--- config.mk ---
export PLATFORM = sky130hd
export DESIGN_NAME = ctrlDecoder
export DESIGN_NICKNAME = d
export VERILOG_FILES = /design/src/design/isaPkg.sv /design/src/design/ctrlPkg.sv /design/src/design/opcodeStage.sv /design/src/design/aluCtrlStage.sv /design/src/design/ctrlDecoder.sv
export VERILOG_INCLUDE_DIRS = /design/src /design/src/design
export SDC_FILE = /design/constraint.sdc
export NUM_CORES = 1
export LEC_CHECK = 0
export BUFFER_PORTS_ARGS = -buffer_cell sky130_fd_sc_hd__buf_2
export CELL_PAD_IN_SITES_DETAIL_PLACEMENT = 1
export CELL_PAD_IN_SITES_GLOBAL_PLACEMENT = 1
export CORE_ASPECT_RATIO = 0.6
export CORE_UTILIZATION = 39
export CTS_CLUSTER_DIAMETER = 50
export DETAILED_ROUTE_END_ITERATION = 16
export PLACE_DENSITY = 0.76
export SLEW_MARGIN = 20
export SYNTH_ARGS = -nofsm -noshare
export SYNTH_HDL_FRONTEND = slang
export SYNTH_HIERARCHICAL = 1
export SYNTH_SLANG_ARGS = --single-unit
--- constraint.sdc ---
create_clock -name clk -period 1.3 [get_ports clk]
set_input_delay 0.065 -clock clk [delete_from_list [all_inputs] [get_ports clk]]
set_output_delay 0.065 -clock clk [all_outputs]
set_load 0.01 [all_outputs]
--- src/design/ctrl_settings.svh ---
`ifndef CTRL_SETTINGS_SVH
`define CTRL_SETTINGS_SVH

// Instruction word layout
`define CTRL_INST_W 16
`define CTRL_OPCODE_W 5

// Register specifier and funct field widths
`define CTRL_REG_W 3
`define CTRL_FUNCT_W 2

// ALU operation code
`define CTRL_ALU_OP_W 4

// Cycles from instValid to ctrlValid, one per stage
`define CTRL_PIPE_DEPTH 2

`endif

--- src/design/isaPkg.sv ---
`default_nettype none

`include "ctrl_settings.svh"

package isaPkg;

    typedef enum logic [`CTRL_OPCODE_W-1:0] {
        HALT   = 5'b00000,
        NOP    = 5'b00001,
        ILL_OP = 5'b00010,
        RTI    = 5'b00011,
        J      = 5'b00100,  // PC-relative displacement
        JR     = 5'b00101,
        JAL    = 5'b00110,
        JALR   = 5'b00111,
        ADDI   = 5'b01000,
        SUBI   = 5'b01001,
        XORI   = 5'b01010,
        ANDNI  = 5'b01011,
        BEQZ   = 5'b01100,
        BNEZ   = 5'b01101,
        BLTZ   = 5'b01110,
        BGEZ   = 5'b01111,
        ST     = 5'b10000,
        LD     = 5'b10001,
        SLBI   = 5'b10010,
        STU    = 5'b10011,
        ROLI   = 5'b10100,
        SLLI   = 5'b10101,
        RORI   = 5'b10110,
        SRLI   = 5'b10111,
        LBI    = 5'b11000,
        BTR    = 5'b11001,
        S_ALU  = 5'b11010,  // Shift group, funct picks the op
        B_ALU  = 5'b11011,  // Arith group, funct picks the op
        SEQ    = 5'b11100,
        SLT    = 5'b11101,
        SLE    = 5'b11110,
        SCO    = 5'b11111
    } opcode_e;

    typedef enum logic [`CTRL_FUNCT_W-1:0] {
        ADD  = 2'b00,
        SUB  = 2'b01,
        XOR  = 2'b10,
        ANDN = 2'b11
    } aluFunct_e;

    typedef enum logic [`CTRL_FUNCT_W-1:0] {
        ROL = 2'b00,
        SLL = 2'b01,
        ROR = 2'b10,
        SRL = 2'b11
    } shiftFunct_e;

    typedef struct packed {
        opcode_e                  opcode;
        logic [`CTRL_REG_W-1:0]   rs;     // inst[10:8]
        logic [`CTRL_REG_W-1:0]   rt;     // inst[7:5]
        logic [`CTRL_REG_W-1:0]   rd;     // inst[4:2]
        logic [`CTRL_FUNCT_W-1:0] funct;
    } rFmt_t;

    typedef struct packed {
        opcode_e                                       opcode;
        logic [`CTRL_REG_W-1:0]                        rs;
        logic [`CTRL_INST_W-`CTRL_OPCODE_W-`CTRL_REG_W-1:0] imm;
    } iFmt_t;

    // Same 16 bits, read as register or immediate format
    typedef union packed {
        rFmt_t rFmt;
        iFmt_t iFmt;
    } instWord_u;

endpackage

`default_nettype wire

--- src/design/ctrlPkg.sv ---
`default_nettype none

`include "ctrl_settings.svh"

package ctrlPkg;

    typedef enum logic [`CTRL_ALU_OP_W-1:0] {
        ALU_ROL  = 4'b0000,
        ALU_SLL  = 4'b0001,
        ALU_ROR  = 4'b0010,
        ALU_SRL  = 4'b0011,
        ALU_ADD  = 4'b0100,
        ALU_ANDN = 4'b0101,
        ALU_PASS = 4'b0110,
        ALU_XOR  = 4'b0111,
        ALU_SLBI = 4'b1000,
        ALU_SUB  = 4'b1001,
        ALU_SEQ  = 4'b1010,
        ALU_SLT  = 4'b1011,
        ALU_SLE  = 4'b1100,
        ALU_SCO  = 4'b1101,
        ALU_BTR  = 4'b1110,
        ALU_LBI  = 4'b1111
    } aluOp_e;

    typedef enum logic [1:0] {HOLD, INCR, TARGET, EPC} pcSrc_e;

    // Which instruction field names the destination
    typedef enum logic [1:0] {RD_LOW, RD_MID, RD_HIGH, R7} dstSel_e;

    typedef enum logic [1:0] {IMM5, IMM8, DISP11} extOp_e;

    typedef enum logic [2:0] {
        BJ_BEQZ, BJ_BNEZ, BJ_BLTZ, BJ_BGEZ,
        BJ_J, BJ_JR, BJ_JAL, BJ_JALR
    } bjOp_e;

    typedef enum logic [1:0] {FIXED, ARITH_FUNCT, SHIFT_FUNCT} aluClass_e;

    typedef struct packed {
        aluOp_e aluOp;
        logic   invR1;
        logic   invR2;
        logic   cin;
        logic   sign;
    } aluCtrl_t;

    typedef struct packed {
        aluCtrl_t alu;
        pcSrc_e   pcSrc;
        dstSel_e  dstSel;
        extOp_e   extOp;
        logic     extSign;    // 1 sign extend, 0 zero extend
        logic     aluSrcImm;  // Operand B from the immediate
        logic     regWrite;
        logic     jump;
        logic     branch;
        bjOp_e    bjOp;
        logic     memWrite;
        logic     memToReg;
        logic     memEn;
        logic     link;       // Write PC instead of ALU result
        logic     excp;
    } ctrlWord_t;

    typedef struct packed {
        pcSrc_e                   pcSrc;
        dstSel_e                  dstSel;
        extOp_e                   extOp;
        logic                     extSign;
        logic                     aluSrcImm;
        logic                     regWrite;
        logic                     jump;
        logic                     branch;
        bjOp_e                    bjOp;
        logic                     memWrite;
        logic                     memToReg;
        logic                     memEn;
        logic                     link;
        logic                     excp;
        aluClass_e                aluClass;
        aluCtrl_t                 fixedAlu;  // Only meaningful for FIXED
        logic [`CTRL_FUNCT_W-1:0] funct;
    } opDecode_t;

endpackage

`default_nettype wire

--- src/design/opcodeStage.sv ---
`default_nettype none

module opcodeStage (
    input  wire                clk,
    input  wire                rstN,
    input  wire                instValid,
    input  wire isaPkg::instWord_u inst,
    output logic               opValid,
    output ctrlPkg::opDecode_t opDec
);

    // ALU controls for opcodes that do not look at funct
    function automatic ctrlPkg::aluCtrl_t fixedAluOf(input isaPkg::opcode_e op);
        ctrlPkg::aluCtrl_t a;
        a = '0;  // ROL with all flags clear
        case (op)
            isaPkg::ADDI, isaPkg::ST, isaPkg::LD, isaPkg::STU:
                a = '{ctrlPkg::ALU_ADD, 1'b0, 1'b0, 1'b0, 1'b1};
            isaPkg::SUBI:  a = '{ctrlPkg::ALU_SUB, 1'b1, 1'b0, 1'b1, 1'b1};
            isaPkg::XORI:  a = '{ctrlPkg::ALU_XOR, 1'b0, 1'b0, 1'b0, 1'b0};
            isaPkg::ANDNI: a = '{ctrlPkg::ALU_ANDN, 1'b0, 1'b1, 1'b0, 1'b0};
            isaPkg::SLLI:  a = '{ctrlPkg::ALU_SLL, 1'b0, 1'b0, 1'b0, 1'b0};
            isaPkg::RORI:  a = '{ctrlPkg::ALU_ROR, 1'b0, 1'b0, 1'b0, 1'b0};
            isaPkg::SRLI:  a = '{ctrlPkg::ALU_SRL, 1'b0, 1'b0, 1'b0, 1'b0};
            isaPkg::BTR:   a = '{ctrlPkg::ALU_BTR, 1'b0, 1'b0, 1'b0, 1'b0};
            // Compares subtract B from A
            isaPkg::SEQ:   a = '{ctrlPkg::ALU_SEQ, 1'b0, 1'b1, 1'b1, 1'b1};
            isaPkg::SLT:   a = '{ctrlPkg::ALU_SLT, 1'b0, 1'b1, 1'b1, 1'b1};
            isaPkg::SLE:   a = '{ctrlPkg::ALU_SLE, 1'b0, 1'b1, 1'b1, 1'b1};
            isaPkg::SCO:   a = '{ctrlPkg::ALU_SCO, 1'b0, 1'b0, 1'b0, 1'b1};
            isaPkg::LBI:   a = '{ctrlPkg::ALU_LBI, 1'b0, 1'b0, 1'b0, 1'b0};
            isaPkg::SLBI:  a = '{ctrlPkg::ALU_SLBI, 1'b0, 1'b0, 1'b0, 1'b0};
            default: ;
        endcase
        return a;
    endfunction

    logic [4:0]         opBits;
    ctrlPkg::opDecode_t decNext;

    assign opBits = inst.rFmt.opcode;

    always_comb begin
        decNext          = '0;
        decNext.pcSrc    = ctrlPkg::INCR;
        decNext.memEn    = 1'b1;
        decNext.aluClass = ctrlPkg::FIXED;
        decNext.fixedAlu = fixedAluOf(inst.rFmt.opcode);
        case (inst.rFmt.opcode)
            isaPkg::HALT: begin
                decNext.pcSrc = ctrlPkg::HOLD;
                decNext.memEn = 1'b0;
            end
            isaPkg::NOP: decNext.memEn = 1'b0;
            isaPkg::ILL_OP: begin
                decNext.pcSrc = ctrlPkg::EPC;
                decNext.excp  = 1'b1;
            end
            isaPkg::RTI: decNext.pcSrc = ctrlPkg::EPC;
            isaPkg::J, isaPkg::JR, isaPkg::JAL, isaPkg::JALR: begin
                decNext.pcSrc   = ctrlPkg::TARGET;
                decNext.extSign = 1'b1;
                decNext.jump    = 1'b1;
                decNext.bjOp    = ctrlPkg::bjOp_e'({1'b1, opBits[1:0]});
                // Odd opcodes are register-relative with an imm8
                decNext.extOp   = opBits[0] ? ctrlPkg::IMM8 : ctrlPkg::DISP11;
                if (opBits[1]) begin  // Linking forms write R7
                    decNext.dstSel   = ctrlPkg::R7;
                    decNext.regWrite = 1'b1;
                    decNext.link     = 1'b1;
                end
            end
            isaPkg::BEQZ, isaPkg::BNEZ, isaPkg::BLTZ, isaPkg::BGEZ: begin
                decNext.pcSrc   = ctrlPkg::TARGET;
                decNext.extOp   = ctrlPkg::IMM8;
                decNext.extSign = 1'b1;
                decNext.branch  = 1'b1;
                decNext.bjOp    = ctrlPkg::bjOp_e'({1'b0, opBits[1:0]});
            end
            isaPkg::ADDI, isaPkg::SUBI, isaPkg::ST, isaPkg::LD, isaPkg::STU: begin
                decNext.dstSel    = ctrlPkg::RD_MID;
                decNext.aluSrcImm = 1'b1;
                decNext.extSign   = 1'b1;
                decNext.regWrite  = (inst.rFmt.opcode != isaPkg::ST);
                decNext.memWrite  = (inst.rFmt.opcode == isaPkg::ST) ||
                                    (inst.rFmt.opcode == isaPkg::STU);
                decNext.memToReg  = (inst.rFmt.opcode == isaPkg::LD);
            end
            isaPkg::XORI, isaPkg::ANDNI, isaPkg::ROLI, isaPkg::SLLI,
            isaPkg::RORI, isaPkg::SRLI: begin
                decNext.dstSel    = ctrlPkg::RD_MID;
                decNext.aluSrcImm = 1'b1;
                decNext.regWrite  = 1'b1;
            end
            isaPkg::LBI, isaPkg::SLBI: begin
                decNext.dstSel    = ctrlPkg::RD_HIGH;
                decNext.extOp     = ctrlPkg::IMM8;
                decNext.extSign   = 1'b1;
                decNext.aluSrcImm = 1'b1;
                decNext.regWrite  = 1'b1;
            end
            isaPkg::BTR, isaPkg::SEQ, isaPkg::SLT, isaPkg::SLE, isaPkg::SCO:
                decNext.regWrite = 1'b1;
            isaPkg::B_ALU, isaPkg::S_ALU: begin
                decNext.regWrite = 1'b1;
                decNext.aluClass = (inst.rFmt.opcode == isaPkg::B_ALU) ?
                                   ctrlPkg::ARITH_FUNCT : ctrlPkg::SHIFT_FUNCT;
                decNext.funct    = inst.rFmt.funct;
            end
        endcase
    end

    always_ff @(posedge clk or negedge rstN) begin
        if (!rstN) begin
            opValid <= 1'b0;
            opDec   <= '0;
        end else begin
            opValid <= instValid;
            if (instValid)
                opDec <= decNext;
        end
    end

endmodule

`default_nettype wire

--- src/design/aluCtrlStage.sv ---
`default_nettype none

module aluCtrlStage (
    input  wire                     clk,
    input  wire                     rstN,
    input  wire                     opValid,
    input  wire ctrlPkg::opDecode_t opDec,
    output logic                    ctrlValid,
    output ctrlPkg::ctrlWord_t      ctrl
);

    ctrlPkg::aluCtrl_t  aluNext;
    ctrlPkg::ctrlWord_t ctrlNext;

    always_comb begin
        aluNext = opDec.fixedAlu;
        case (opDec.aluClass)
            ctrlPkg::ARITH_FUNCT: begin
                case (opDec.funct)  // All signed
                    2'b00: aluNext = '{ctrlPkg::ALU_ADD, 1'b0, 1'b0, 1'b0, 1'b1};
                    2'b01: aluNext = '{ctrlPkg::ALU_SUB, 1'b1, 1'b0, 1'b1, 1'b1};
                    2'b10: aluNext = '{ctrlPkg::ALU_XOR, 1'b0, 1'b0, 1'b0, 1'b1};
                    2'b11: aluNext = '{ctrlPkg::ALU_ANDN, 1'b0, 1'b1, 1'b0, 1'b1};
                endcase
            end
            ctrlPkg::SHIFT_FUNCT: begin
                case (opDec.funct)
                    2'b00: aluNext = '{ctrlPkg::ALU_ROL, 1'b0, 1'b0, 1'b0, 1'b0};
                    2'b01: aluNext = '{ctrlPkg::ALU_SLL, 1'b0, 1'b0, 1'b0, 1'b0};
                    2'b10: aluNext = '{ctrlPkg::ALU_ROR, 1'b0, 1'b0, 1'b0, 1'b0};
                    2'b11: aluNext = '{ctrlPkg::ALU_SRL, 1'b0, 1'b0, 1'b0, 1'b0};
                endcase
            end
            default: ;  // FIXED keeps stage one result
        endcase
    end

    // Opcode-level fields pass straight across
    always_comb begin
        ctrlNext.alu       = aluNext;
        ctrlNext.pcSrc     = opDec.pcSrc;
        ctrlNext.dstSel    = opDec.dstSel;
        ctrlNext.extOp     = opDec.extOp;
        ctrlNext.extSign   = opDec.extSign;
        ctrlNext.aluSrcImm = opDec.aluSrcImm;
        ctrlNext.regWrite  = opDec.regWrite;
        ctrlNext.jump      = opDec.jump;
        ctrlNext.branch    = opDec.branch;
        ctrlNext.bjOp      = opDec.bjOp;
        ctrlNext.memWrite  = opDec.memWrite;
        ctrlNext.memToReg  = opDec.memToReg;
        ctrlNext.memEn     = opDec.memEn;
        ctrlNext.link      = opDec.link;
        ctrlNext.excp      = opDec.excp;
    end

    always_ff @(posedge clk or negedge rstN) begin
        if (!rstN) begin
            ctrlValid <= 1'b0;
            ctrl      <= '0;
        end else begin
            ctrlValid <= opValid;
            if (opValid)
                ctrl <= ctrlNext;
        end
    end

endmodule

`default_nettype wire

--- src/design/ctrlDecoder.sv ---
`default_nettype none

module ctrlDecoder (
    input  wire                     clk,
    input  wire                     rstN,
    input  wire                     instValid,
    input  wire isaPkg::instWord_u  inst,
    output wire                     ctrlValid,
    output wire ctrlPkg::ctrlWord_t ctrl
);

    wire                     opValid;
    wire ctrlPkg::opDecode_t opDec;

    // Stage 1, opcode table
    opcodeStage u_opcodeStage (
        .clk       (clk),
        .rstN      (rstN),
        .instValid (instValid),
        .inst      (inst),
        .opValid   (opValid),
        .opDec     (opDec)
    );

    // Stage 2, funct-level ALU select
    aluCtrlStage u_aluCtrlStage (
        .clk       (clk),
        .rstN      (rstN),
        .opValid   (opValid),
        .opDec     (opDec),
        .ctrlValid (ctrlValid),
        .ctrl      (ctrl)
    );

endmodule

`default_nettype wire

After elaboration in Yosys (flattened, before gate mapping)
Cells that the tools add are included.
{"block": "classes", "n_eq_ne": 37, "muxes": 23, "reduce_logical": 17}
{"cell": "$pmux 8 s14", "count": 1}
{"cell": "$eq 5x5->1 const B", "count": 16}
{"cell": "$pmux 8 s4", "count": 2}
{"cell": "$eq 5x4->1 const B", "count": 8}
{"cell": "$reduce_or 15->1", "count": 2}
{"cell": "$eq 5x3->1 const B", "count": 4}
{"cell": "$pmux 8 s2", "count": 1}
{"cell": "$reduce_or 13->1", "count": 1}
{"cell": "$mux 2", "count": 6}
{"cell": "$pmux 2 s3", "count": 2}
{"cell": "$reduce_or 4->1", "count": 3}
{"cell": "$reduce_or 11->1", "count": 1}
{"cell": "$eq 5x2->1 const B", "count": 2}
{"cell": "$mux 1", "count": 8}
{"cell": "$reduce_or 2->1", "count": 4}
{"cell": "$reduce_or 8->1", "count": 1}
{"cell": "$eq 2x2->1 const B", "count": 3}
{"cell": "$pmux 3 s2", "count": 1}
{"cell": "$reduce_or 6->1", "count": 1}
{"cell": "$eq 5x1->1 const B", "count": 1}
{"cell": "$logic_not 5->1", "count": 1}
{"cell": "$ne 5x5->1 const B", "count": 1}
{"cell": "$reduce_or 5->1", "count": 1}
{"cell": "$eq 2x1->1 const B", "count": 2}
{"cell": "4 further kinds", "count": 4}
{"block": "totals", "input_bits": 19, "ff_bits": 60, "wordCells": 119, "out_inout_bits": 28}

Longest topological paths before layout
{"block": "depth", "ltp_word": 3, "mapped_depth": 6, "mapped_depth_nobuf": 5}

By module
Netlist, hierarchy kept.
{"mod": "opcodeStage", "seq_area_each_um2": 800.8, "n_inst": 1, "area_per_inst_um2": 1621.6, "cells_each": 183}
{"mod": "aluCtrlStage", "seq_area_each_um2": 700.7, "n_inst": 1, "area_per_inst_um2": 1192.4, "cells_each": 88}

Worst setup path before layout
OpenSTA, ideal clock, no wires.
{"block": "synth_timing", "path_type": "register to register", "startpoint": "register, netlist name u_opcodeStage/opDec[10]", "endpoint": "register, netlist name u_aluCtrlStage/ctrl[20]", "path_slack_ns": -0.047, "path_buffers": 1, "arrival_ns": 1.274, "synth_period_minus_slack_ns": 1.347, "setup_time_ns": 0.073, "path_stages_with_launch": 6, "required_ns": 1.227, "path_cell_list": "dfrtp_1 > inv_1 > ha_1 > buf_6 > o31a_4 > a21oi_2"}
{"block": "synth_between", "elab_chain_cells": 2, "elab_cells_between_ends": 3, "cone_classes": "2 x eq/ne; 1 x mux"}
{"item": "$eq 2x2->1 or $eq 2x1->1 (tied branches)", "line_no": "aluCtrlStage.sv:17", "rtl": "case (opDec.aluClass)"}
{"item": "$pmux 8 s2 *", "line_no": "aluCtrlStage.sv:17"}
Mark *: on every way between the ends. The rest lies on a longest branch, timed or not.
A chain may end at the register's enable or synchronous reset.

Worst setup path in the final report
{"block": "layout_timing", "startpoint": "register, netlist name u_opcodeStage/opDec[11]", "endpoint": "register, netlist name u_aluCtrlStage/ctrl[21]"}
{"block": "layout_between", "elab_chain_cells": 2, "elab_cells_between_ends": 3, "cone_classes": "2 x eq/ne; 1 x mux"}
{"item": "$eq 2x2->1 or $eq 2x1->1 (tied branches)", "line_no": "aluCtrlStage.sv:17"}
{"item": "$pmux 8 s2 *", "line_no": "aluCtrlStage.sv:17"}
Marks and branches as above.

==> flow_summary_export.csv <==
group,metric,value,unit
placement,placement.io_buffers,37,
synth,synth-seq-cells,60,
critical_path,cp_max_fo,4,
synth,synth_cells,271,
floorplan,io_pins,47,
power_and_ir_drop,p_total,4.70,mW
floorplan,die_area,7570,um2
critical_path,cp.required,1510,ps
floorplan,initial_core_util,0.413,
synth,synth_warnings,6,
timing,slew_headroom,0.717,
critical_path,worst_setup_path_start_kind,"flop",
timing,worst_pin_slew,425,ps
placement,place_ws,-100,ps
floorplan,die_w,112,um
cts,clk_latency,330,ps
run_status,violations,"DRC, setup timing",
layout,antenna_cells,0,
cts,h-tree-depth,3,
synth,synth.distinct_cells,45,
route,vias,2170,
critical_path,end_kind,"flop",
power_and_ir_drop,p_per_area,1360,nW/um2
power_and_ir_drop,p_int,3.54,mW
route,wl,6.41,mm
synth,seq_area_frac_synth,0.534,
power_and_ir_drop,p_sw,1.16,mW
power_and_ir_drop,netSwitchingFraction,0.246,
power_and_ir_drop,combinationalPowerShare,0.140,
timing,max_freq,0.750,GHz
route,drt_iter0_drc,111,
min_path,holdPathEnd,"u_opcodeStage/opDec[12]",
power_and_ir_drop,pwr-share-clk,0.410,
cts,clk_pin_slew_worst_paths,50,ps
cts,cts_tree,"done",
global_route,grt_max_degree,61,
cts,numCtsBuffers,9,
synth,syn_area,2810,um2
route,firstDrtPassIters,10,
route,drc,6,
route,vias_per_cell,5.34,
global_route,grt_pass1_vias,2220,
timing,slew_viol_final,0,
critical_path,path_delay_family,"flip-flops",
synth,synth_enable_flop_cells,0,
timing,rsz0062_at_grt,"yes",
layout,drive_above_1_share,0.320,
layout,layout.nets,340,
critical_path,path_cells,"ha_4, and2b_2, a32oi_1, a21oi_1",
timing,min_period,1330,ps
timing,skew,4.58,ps
layout,syn_to_final_growth,22.9,%
synth,synthFlopType,"dfrtp_1",
timing,finalSetupViolations,5,
timing,finalCritPeriodShare,1.03,
critical_path,reg2reg_slack,-30,ps
placement,place_congestion,0.792,
timing,setup_ws,-33.5,ps
critical_path,crit_type,"flop to flop",
layout,fill_cells,782,
cts,clock_path_buffers,2,
critical_path,worstPathArrival,1540,ps
run,cap_viol_max_count,0,
critical_path,reg2reg_to,"u_aluCtrlStage/ctrl[21]",
floorplan,num_rows,23,
cts,cts.sinks,60,
global_route,grt_antenna_before_repair,0,
floorplan,die_h,67.8,um
power_and_ir_drop,p_seq_frac,0.450,
synth,async_reset_ff_frac,1.00,
min_path,worstHoldStart,"inst[13]",
placement,hpwl,4.47,mm
critical_path,reg2reg_depth,4,
cts,root_buffer,"clkbuf_16",
run_status,outcome,"finished, violations left",
critical_path,crit_buf_inv,0,
floorplan,fp.coreArea,6820,um2
min_path,min_path_cells,2,
synth,avgSynthCellArea,10.4,um2
critical_path,critPathMaxStageDelay,420,ps
timing,final-hold-violation-count,0,
route,ant_nets,0,
synth,syn_nets,292,
min_path,hp-class,"input port to flop",
global_route,grt_pass1_wl,11.1,mm
route,avgRoutedWirePerCell,15.8,um
power_and_ir_drop,p_leak,1.56,nW
critical_path,r2r-start,"u_opcodeStage/opDec[11]",
power_and_ir_drop,vdd_drop_max,0.849,mV
critical_path,cp_slowest_cell,"dfrtp_1",
global_route,track_usage,0.198,
global_route,overflow,0,
layout make-up:
class                           count  area (um2)  area share
Sequential cell                    60        1500       0.434
Inverter                           23        86.3      0.0250
Multi-Input combinational cell    166        1140       0.330
Tap cell                           87         109      0.0315
Clock buffer                       10         229      0.0662
Timing Repair Buffer               59         387       0.112
Clock inverter                      1        5.00     0.00145
synthesized netlist by cell type (2+ instances only):
master	instances	area share
buf_2	12	0.021
o31ai_1	3	0.0080
o41ai_1	2	0.0062
a21oi_2	3	0.0093
a31oi_1	6	0.013
nor2b_1	6	0.013
inv_1	22	0.029
xnor2_1	2	0.0062
nor2_1	24	0.032
nand4_1	2	0.0044
buf_6	4	0.016
mux2_2	20	0.080
a22o_1	2	0.0062
a22oi_1	2	0.0053
o32a_1	2	0.0071
ha_1	2	0.0089
o21a_1	3	0.0080
a21oi_1	15	0.027
o22ai_1	8	0.018
dfrtp_1	60	0.53
nand2_1	16	0.021
nand3_1	8	0.014
nand2b_1	7	0.016
o21ai_0	15	0.027
o221ai_1	2	0.0062
clkbuf_1	4	0.0053
flip-flops by register name, indices dropped and copies added (netlist names):
name                      cells
u_opcodeStage/opDec          31
u_aluCtrlStage/ctrl          27
u_aluCtrlStage/ctrlValid      1
u_opcodeStage/opValid         1
layout by cell type, fill, tap and decap left out, drive strengths merged, types with 6 or more instances in the layout:
master   n
nor2    24
nand3    8
o22ai    8
nand2   16
mux2    20
nand2b   8
nor2b    6
o21ai   15
inv     23
a21oi   18
dfrtp   60
buf     56
clkbuf  10
a31oi    6
worst max-delay path by stage:
| stage | endpoint | cells past startpoint | slack (ps) | start |
|---|---|---|---|---|
| floorplan | u_aluCtrlStage/ctrl[21] | 4 | 9 | u_opcodeStage/opDec[11] |
| global placement | u_aluCtrlStage/ctrl[23] | 4 | -50 | u_opcodeStage/opDec[11] |
| detailed placement | u_aluCtrlStage/ctrl[23] | 4 | -100 | u_opcodeStage/opDec[11] |
| CTS | u_aluCtrlStage/ctrl[21] | 4 | -30 | u_opcodeStage/opDec[11] |
| global route | u_aluCtrlStage/ctrl[21] | 5 | -120 | u_opcodeStage/opDec[10] |
| finish | u_aluCtrlStage/ctrl[21] | 4 | -30 | u_opcodeStage/opDec[11] |
routing by layer:
layer	GRT usage	part of all wire	wire length, um	vias to the layer above
met2	0.294	0.43	2750	48
met1	0.265	0.51	3260	1080
li1	-	-	-	1031
met4	0.0895	0.016	102	0
met5	0	0	0	-
met3	0.0655	0.047	302	11
cell families after synthesis:
kind of cell,after synthesis,share of synthesized area
flip-flops,60,0.534
multiplexers,20,0.0800
buffers and inverters,45,0.0774
XOR/XNOR,2,0.00623
AO/OA/AOI/OAI,71,0.170
adder cells (fa/ha/maj),2,0.00889
AND/OR/NAND/NOR,71,0.124
per-stage QoR:
stage	hold WS [ps]	instance area [um2]	TNS, ps	std cells	util
final	49.6	3460	-61.1	406	0.507
after floorplan	-231	2810	0	271	-
after CTS	29.1	3450	-57.0	406	0.506
after global placement	94.1	3130	-159	390	0.459
after global routing	80.5	3460	-465	406	0.507
after detailed placement	96.6	3130	-515	390	0.459
power by group through the flow:
| stage | Combinational [mW] | Clock [mW] | Sequential [mW] |
|---|---|---|---|
| finish | 0.656 | 1.93 | 2.12 |
| global route | 0.731 | 2.07 | 2.14 |
| CTS | 0.660 | 2.00 | 2.12 |
| detailed placement | 0.636 | 0 | 2.14 |
| global placement | 0.621 | 0 | 2.14 |
| floorplan | 0.348 | 0 | 2.17 |
timing repair:
item                                    4_1_cts  5_1_grt
gates resized for setup                       7        2
hold endpoints to repair                     62        0
pin swaps                                     3        4
buffers inserted                              2        0
endpoints found under the setup margin        8        8
hold buffers                                  3        0
(Power assumes the default switching activity.)
